**src/common/mem_pkg.sv**
```systemverilog
`default_nettype none

package mem_pkg;

    // data word, also used for byte addresses
    typedef logic [31:0] word_t;

    // register file write address
    typedef logic [4:0] reg_addr_t;

    // memory op code from execute
    typedef logic [4:0] mem_op_t;

    // access size code
    typedef logic [1:0] mem_size_t;

    // one write enable per byte lane
    typedef logic [3:0] byte_en_t;

    // field positions inside mem_op_t
    // bit 4 marks a load or store
    localparam int MEM_OP_EN_BIT       = 4;
    // size field, same encoding as mem_size_t
    localparam int MEM_OP_SIZE_HI      = 3;
    localparam int MEM_OP_SIZE_LO      = 2;
    // set for stores, clear for loads
    localparam int MEM_OP_WRITE_BIT    = 1;
    // set means zero-extend on loads
    localparam int MEM_OP_UNSIGNED_BIT = 0;

    // access size codes
    // code 2 is unused and falls back to a word access
    localparam mem_size_t SIZE_BYTE = 2'd0;
    localparam mem_size_t SIZE_HALF = 2'd1;
    localparam mem_size_t SIZE_WORD = 2'd3;

    // data RAM geometry
    localparam int RAM_DEPTH_WORDS = 256;
    // word index comes from address bits 9..2
    // upper address bits are dropped, so the RAM aliases
    localparam int RAM_INDEX_W     = 8;

    // controller sequence, one access at a time
    // idle waits for a request
    // access enables the RAM
    // done returns the ack pulse
    typedef enum logic [1:0] {
        CTRL_IDLE,
        CTRL_ACCESS,
        CTRL_DONE
    } ctrl_state_t;

endpackage

`default_nettype wire

```
**src/mem_ctrl/mem_ctrl.sv**
```systemverilog
`default_nettype none

module mem_ctrl import mem_pkg::*; (
    input  wire        clk,
    input  wire        rst,

    // request from the memory stage
    input  wire        mem_req_i,
    input  wire        mem_write_i,
    input  mem_size_t  mem_size_i,
    input  word_t      mem_addr_i,
    input  word_t      mem_wdata_i,
    output logic       mem_ack_o,
    output word_t      mem_rdata_o,

    // data RAM port
    output logic                    ram_en_o,
    output byte_en_t                ram_we_o,
    output logic [RAM_INDEX_W-1:0]  ram_index_o,
    output word_t                   ram_wdata_o,
    input  word_t                   ram_rdata_i
);

    ctrl_state_t state_q;
    ctrl_state_t state_d;

    // captured when a request is taken in idle
    logic [1:0]  offset_q;
    mem_size_t   size_q;

    byte_en_t    lane_en;
    word_t       load_shifted;

    // next state
    always_comb begin
        state_d = state_q;
        case (state_q)
            CTRL_IDLE: begin
                if (mem_req_i) begin
                    state_d = CTRL_ACCESS;
                end
            end
            CTRL_ACCESS: state_d = CTRL_DONE;
            // done always goes back to idle, even with a new request pending
            CTRL_DONE:   state_d = CTRL_IDLE;
            default:     state_d = CTRL_IDLE;
        endcase
    end

    always_ff @(posedge clk) begin
        if (rst) begin
            state_q <= CTRL_IDLE;
        end else begin
            state_q <= state_d;
        end
    end

    // offset and size kept for the load path
    always_ff @(posedge clk) begin
        if (state_q == CTRL_IDLE && mem_req_i) begin
            offset_q <= mem_addr_i[1:0];
            size_q   <= mem_size_i;
        end
    end

    // byte lanes touched by the access
    always_comb begin
        case (size_q)
            SIZE_BYTE: lane_en = byte_en_t'(4'b0001 << offset_q);
            SIZE_HALF: lane_en = byte_en_t'(4'b0011 << offset_q);
            default:   lane_en = 4'b1111;
        endcase
    end

    // replicate store data so every candidate lane carries it
    always_comb begin
        case (size_q)
            SIZE_BYTE: ram_wdata_o = {4{mem_wdata_i[7:0]}};
            SIZE_HALF: ram_wdata_o = {2{mem_wdata_i[15:0]}};
            default:   ram_wdata_o = mem_wdata_i;
        endcase
    end

    // RAM only enabled in the access cycle
    // request fields are still held by the stage here
    assign ram_en_o    = (state_q == CTRL_ACCESS);
    assign ram_we_o    = (ram_en_o && mem_write_i) ? lane_en : '0;
    assign ram_index_o = mem_addr_i[RAM_INDEX_W+1:2];

    // read word is back in done, move addressed bytes down to bit 0
    assign load_shifted = ram_rdata_i >> {offset_q, 3'b000};

    always_comb begin
        case (size_q)
            SIZE_BYTE: mem_rdata_o = {24'h0, load_shifted[7:0]};
            SIZE_HALF: mem_rdata_o = {16'h0, load_shifted[15:0]};
            default:   mem_rdata_o = load_shifted;
        endcase
    end

    // one-cycle ack pulse
    assign mem_ack_o = (state_q == CTRL_DONE);

    // stage must only send naturally aligned accesses
    property p_aligned;
        @(posedge clk) disable iff (rst)
        (state_q == CTRL_IDLE && mem_req_i) |->
            !(mem_size_i == SIZE_HALF && mem_addr_i[0]) &&
            !(mem_size_i == SIZE_WORD && mem_addr_i[1:0] != 2'b00);
    endproperty
    a_aligned: assert property (p_aligned)
        else $error("mem_ctrl: misaligned access at %h", mem_addr_i);

    // ack is a pulse, the stage drops the request on it
    property p_ack_pulse;
        @(posedge clk) disable iff (rst)
        mem_ack_o |=> !mem_ack_o;
    endproperty
    a_ack_pulse: assert property (p_ack_pulse)
        else $error("mem_ctrl: ack held for two cycles");

endmodule

`default_nettype wire

```
**config.mk**
```make
export PLATFORM = sky130hd
export DESIGN_NAME = mem_ctrl
export DESIGN_NICKNAME = d
export VERILOG_FILES = /design/src/common/mem_pkg.sv /design/src/mem_ctrl/mem_ctrl.sv
export SDC_FILE = /design/constraint.sdc
export NUM_CORES = 1
export LEC_CHECK = 0
export ABC_AREA = 1
export BUFFER_PORTS_ARGS = -buffer_cell sky130_fd_sc_hd__buf_2
export CAP_MARGIN = 5
export CORE_MARGIN = 4
export CORE_UTILIZATION = 29
export CTS_CLUSTER_DIAMETER = 50
export DETAILED_ROUTE_END_ITERATION = 12
export PLACE_DENSITY = 0.77
export SLEW_MARGIN = 25
export SYNTH_ARGS = -nofsm -noshare
export SYNTH_HDL_FRONTEND = slang
export SYNTH_SLANG_ARGS = --single-unit
```
**constraint.sdc**
```tcl
create_clock -name clk -period 1 [get_ports clk]
set_input_delay 0.05 -clock clk [delete_from_list [all_inputs] [get_ports clk]]
set_output_delay 0.05 -clock clk [all_outputs]
set_load 0.1 [all_outputs]
```
==> run summary, run 1 <==
### Clock network
* 1 — CTS H-Tree Depth
* 3 — number of buffers created by CTS
* sky130_fd_sc_hd__clkbuf_8 — clock root buffer
* 0 — number of hold-repair buffers added at the cts stage
* 9 — # Post-CTS Setup Buffers
* 6 — count of clock tree sinks
* 2 — buffers from clock root to sink, at most
* 43 — post-cts repair resize count

### Synthesis
* 1339 sq um — cell area after synthesis
* 27.85% — compound-gate portion of the synthesized area
* 0 — YS warnings
* 25 — number of unique standard cell types used by synthesis
* 5.578 sq um — average size of a mapped cell
* 0% — mux share of post-synthesis cell area
* sky130_fd_sc_hd__nand2_1 21%, sky130_fd_sc_hd__buf_4 11%, sky130_fd_sc_hd__edfxtp_1 9.0% — most area-consuming cells after synthesis
* 240 — Cells after Synth
* 6 — flops & latches, synth
* 0% — fraction of the mapped netlist area in adder cells
* simple AND/OR/NAND/NOR gates — main combinational cell family by area after synthesis
* 36.07% — basic-gate share of the synthesized area counting and, or, nand and nor cells
* 0% — xor and xnor fraction of the mapped netlist area
* 21.31% — area share of the largest cell type after synthesis
* 11.96% — fraction of the yosys area taken by sequential cells
* sky130_fd_sc_hd__nand2_1 — leading area contributor after synthesis
* 342 — total nets after synthesis

### Outcome
* [ERROR DPL-0038] Utilization greater than 100%, impossible to legalize — First Err
* clock tree synthesis — step where the flow halted
* stopped before the end — outcome

### Placement
* -518.3 ps — worst setup slack before clock tree synthesis
* 141 — count of input and output buffers
* 7837 um — DP Wirelength
* 0.8196 — routability congestion estimate from global placement

### Floorplan
* 24 — number of placement rows
* 180 — number of ports placed on the die boundary
* 75.95 um — Die Y
* 30.33% — Initial Utilization
* 75.95 um — Die Width

[kinds of logic after synthesis]
| kind of cell | Yosys count |
|---|---|
| simple gates | 114 |
| compound gates | 63 |
| buf+inv | 57 |
| flops | 6 |
[metrics by stage]
step	setup TNS, ps	cell area (sq um)	utilization, %	std cells
after floorplan	-28290	2395	-	240
after global placement	-15260	4179	94.67	428
after detailed placement	-19110	4179	94.67	428
[cells in the mapped netlist]
cell	instances
sky130_fd_sc_hd__buf_6	3
sky130_fd_sc_hd__or2_0	5
sky130_fd_sc_hd__nor2_2	1
sky130_fd_sc_hd__edfxtp_1	4
sky130_fd_sc_hd__dfxtp_1	2
sky130_fd_sc_hd__nor3_1	10
sky130_fd_sc_hd__a22oi_1	8
sky130_fd_sc_hd__o21ai_0	18
sky130_fd_sc_hd__nor4_1	1
sky130_fd_sc_hd__or2_1	2
sky130_fd_sc_hd__or2_2	1
sky130_fd_sc_hd__o21ai_1	13
sky130_fd_sc_hd__clkinv_2	1
sky130_fd_sc_hd__inv_2	4
sky130_fd_sc_hd__nor2_4	1
sky130_fd_sc_hd__o211ai_2	5
sky130_fd_sc_hd__a21oi_1	19
sky130_fd_sc_hd__inv_1	19
sky130_fd_sc_hd__nand2_1	76
sky130_fd_sc_hd__nand3_1	4
sky130_fd_sc_hd__nand4_1	1
sky130_fd_sc_hd__buf_2	11
sky130_fd_sc_hd__buf_4	19
sky130_fd_sc_hd__nor2_1	11
sky130_fd_sc_hd__nand2_2	1
==> run 2: changes to the inputs <==
--- a/config.mk
+++ b/config.mk
@@ -9,10 +9,9 @@
 export BUFFER_PORTS_ARGS = -buffer_cell sky130_fd_sc_hd__buf_2
 export CAP_MARGIN = 5
 export CORE_MARGIN = 4
-export CORE_UTILIZATION = 29
-export CTS_CLUSTER_DIAMETER = 50
+export CORE_UTILIZATION = 25
 export DETAILED_ROUTE_END_ITERATION = 12
-export PLACE_DENSITY = 0.77
+export PLACE_DENSITY_LB_ADDON = 0.15
 export SLEW_MARGIN = 25
 export SYNTH_ARGS = -nofsm -noshare
 export SYNTH_HDL_FRONTEND = slang
==> constraint.sdc (replaced) <==
create_clock -name clk -period 1.3 [get_ports clk]
set_input_delay 0.065 -clock clk [delete_from_list [all_inputs] [get_ports clk]]
set_output_delay 0.065 -clock clk [all_outputs]
set_load 0.1 [all_outputs]
==> run summary, run 2 <==
### Synthesis
* 1339 sq um — cell area after synthesis, unchanged
* 342 — total nets after synthesis, unchanged
* 21.31% — area share of the largest cell type after synthesis, unchanged
* 0% — fraction of registers with async set or reset after synthesis, unchanged
* 6 — flops & latches, synth, unchanged
* 4 — number of synthesized flops with an enable pin, unchanged
* sky130_fd_sc_hd__edfxtp_1 — prevailing post-synth register cell
* sky130_fd_sc_hd__nand2_1 — leading area contributor after synthesis
* 11.96% — fraction of the yosys area taken by sequential cells, unchanged
* 0 — YS warnings, unchanged
* 25 — number of unique standard cell types used by synthesis, unchanged
* 240 — Cells after Synth, unchanged
* 76 x sky130_fd_sc_hd__nand2_1, 19 x sky130_fd_sc_hd__a21oi_1, 19 x sky130_fd_sc_hd__buf_4, 19 x sky130_fd_sc_hd__inv_1, 18 x sky130_fd_sc_hd__o21ai_0 — leading post-synthesis cells by instance count
* 5.578 sq um — average size of a mapped cell, unchanged
* sky130_fd_sc_hd__nand2_1 21%, sky130_fd_sc_hd__buf_4 11%, sky130_fd_sc_hd__edfxtp_1 9.0% — most area-consuming cells after synthesis
* sky130_fd_sc_hd__nand2_1 — cell with the most instances after synthesis

### Routing
* 5.332 — post-detailed-route via-to-cell ratio
* 22.69 um — post-detailed-route wirelength per cell
* met4 — top metal layer carrying routed signals
* 10670 um — total routed wirelength
* 2506 — via count of the routed design
* 5829 um — met2 WL
* 4 — Detailed Routing Iterations Pass 1
* 0 — remaining antenna violation count after routing
* 0 — number of DRC violations after detailed routing
* 3645 um — Routed met1 length
* 610 um — met3 wirelength from detailed routing
* 114 — number of DRC violations after detailed-routing iteration 0

### Power
* 2183 uW — power spent charging and discharging nets
* 3758 uW — post-layout total power
* 7.9% — clock group share of total power
* 1575 uW — Internal Power
* 58.10% — switching share of power
* 6.3% — register share of total power
* 0.002127 uW — P_leak
* 85.9% — Comb pwr share
* 0.6851 mV — VDD IR-drop max
* 805.5 nW/um^2 — areal power density over the cells

### Hold path
* 2 — Hold Crit Depth
* in2reg — worst min-delay path category

### Critical path
* 5 — highest fanout seen on the critical path
* buf_6, nor2_4, inv_6, o211ai_4, buf_12 — Critical Path, Cell by Cell
* 1620 ps — Crit path arrival time
* 290 ps — Register-to-Register Setup Slack
* 5 — stages on the worst setup path
* output pin — Setup crit end kind
* size_q[1] — Worst Setup SP
* 470 ps — Worst path max stage delay
* 1240 ps — required time of the worst setup path
* offset_q[1] — reg-to-reg endpoint
* register — type of element launching the critical path
* 2 — logic depth of the worst register-to-register path
* ram_wdata_o[24] — worst setup path endpoint
* state_q[1] — launching point of the worst reg2reg path
* sky130_fd_sc_hd__edfxtp_1 — cell at the slowest stage of the critical path
* buffers and inverters — largest delay contributor family on the critical path
* 3 — crit path buf inv count
* reg2out — Setup CP Type

### STA
* 0 — final-report hold violation count
* 516.5 ps — Worst-Margin Slew
* 593.9 MHz — top achievable clock speed
* -383.7 ps — slack of the critical path
* 1684 ps — final period demand of the worst path
* 3.018 ps — Max Clock Skew
* 0 — Pins Over Slew Limit
* 129.5% — share of the clock period used by the worst path after layout
* true — setup repair after global routing missed its margin
* 65.80% — headroom to the max-slew limit
* 60 — count of final setup violators
* 10.28 ps — worst slack on hold paths

### Global routing
* 0 — residual overflow from global routing
* 23.62% — Total Routing Usage GR
* 0 — number of antenna violations at the first check in global routing
* 19 — maximum number of pins on one net before global-route repair
* 12100 um — wire length of the first global-routing pass
* 2429 — via count of the first global-routing pass

### Layout
* 161.4 sq um — area of all sequential standard cells
* 84.75% — proportion of layout cells with a drive suffix above 1
* 79 x sky130_fd_sc_hd__buf_2, 68 x sky130_fd_sc_hd__buf_12, 42 x sky130_fd_sc_hd__nand2_4, 19 x sky130_fd_sc_hd__nand2_1, 17 x sky130_fd_sc_hd__o21ai_4 — commonest cells after routing, fill and taps aside
* sky130_fd_sc_hd__buf_2 — most common cell after layout, fill and taps aside
* 1921 sq um — multi-input logic area
* 191 — fill cell instance count of the final layout
* offset_q (2), size_q (2), state_q (2) — biggest registers after layout
* 248.5% — synth-to-layout area growth
* 0 — Antenna Cells
* 503 — Nets
* 90.77% — end-of-flow core utilization

### Floorplan
* 180 — number of ports placed on the die boundary, unchanged
* 81.18 um — Die Y, +6.9%
* 81.18 um — Die Width, +6.9%
* 26.05% — Initial Utilization, -4.3 points
* 6590 sq um — Total Die Area
* 26 — number of placement rows, +8.3%
* 5140 sq um — core box area

### Clock network
* 40 ps — clock-pin slew of the registers on the worst-case setup and hold paths
* 3 — number of buffers created by CTS, unchanged
* 6 — count of clock tree sinks, unchanged
* 0 — number of hold-repair buffers added at the cts stage, unchanged
* sky130_fd_sc_hd__clkbuf_8 — clock root buffer
* 2 — buffers from clock root to sink, at most, unchanged
* 1 — CTS H-Tree Depth, unchanged
* 220 ps — worst skew pair latency
* built — clock tree from TritonCTS

### Outcome
* setup timing — violations in the final reports
* finished, violations left — outcome

### Placement
* -186.4 ps — worst setup slack before clock tree synthesis, +331.9 ps
* 141 — count of input and output buffers, unchanged
* 0.7344 — routability congestion estimate from global placement, -10%
* 5187 um — DP Wirelength, -34%

### Flow run
* 0 — count of maximum capacitance violations

-- run 2: cell counts after synthesis --
Identical to the previous run, type by type.
-- run 2: worst min path at each step --
stage / from / end / slack [ps]
final: rst / state_q[0] / 10
after global placement: mem_addr_i[2] / ram_index_o[0] / 130
after detailed placement: mem_addr_i[2] / ram_index_o[0] / 130
after global routing: mem_addr_i[0] / offset_q[0] / 9
after floorplan: rst / state_q[0] / 130
after CTS: rst / state_q[0] / 8
-- run 2: layout make-up --
cell class / instances / area share [%]
Inverter: 24 / 3.003
Sequential cell: 6 / 3.459
Tap cell: 70 / 1.877
Timing Repair inverter: 2 / 0.6704
Multi-Input combinational cell: 177 / 41.16
Timing Repair Buffer: 187 / 48.86
Clock buffer: 4 / 0.9654
-- run 2: metrics by stage --
stage | setup TNS (ps) | cells | instance area (sq um)
2_1_floorplan | -12500 | 240 | 2053
3_3_place_gp | -1465 | 444 | 3757
3_5_place_dp | -2289 | 444 | 3757
5_1_grt | -21710 | 470 | 4666
4_1_cts | -14250 | 460 | 4304
6_report | -19080 | 470 | 4666
-- run 2: routing by layer --
metal	global-route usage, %	vias up
met5	0	-
met4	7.095	0
met3	3.437	53
met2	46.88	152
met1	25.28	1210
li1	-	1091
-- run 2: cells by family (layout without fill, tap and decap cells) --
family,after synthesis,after routing,share of synthesized area (%)
AOI/OAI and AO/OA,63,63,27.85
buffers and inverters,57,217,24.11
DFF,6,6,11.96
and+or+nand+nor,114,114,36.08
-- run 2: power by group through the flow --
| stage | clock, uW | combinational (uW) | sequential (uW) |
|---|---|---|---|
| after floorplan | 0 | 1960 | 233 |
| after global placement | 0 | 2750 | 236 |
| after detailed placement | 0 | 2780 | 238 |
| after CTS | 304 | 2990 | 232 |
| after global routing | 316 | 3310 | 236 |
| final | 296 | 3230 | 235 |
-- run 2: what timing repair did --
action	4_1_cts	5_1_grt
gates cloned	4	5
setup endpoints to repair	60	60
pin swaps	30	22
resized for setup	98	55
buffers inserted	8	7
-- run 2: worst register-to-register path: cells and delay by family, from the launching register on --
family	cells	cell delay, ps
DFF	1	360
and+or+nand+nor	1	200
buffers and inverters	1	160
No activity file was read; power rests on OpenSTA's default activity.
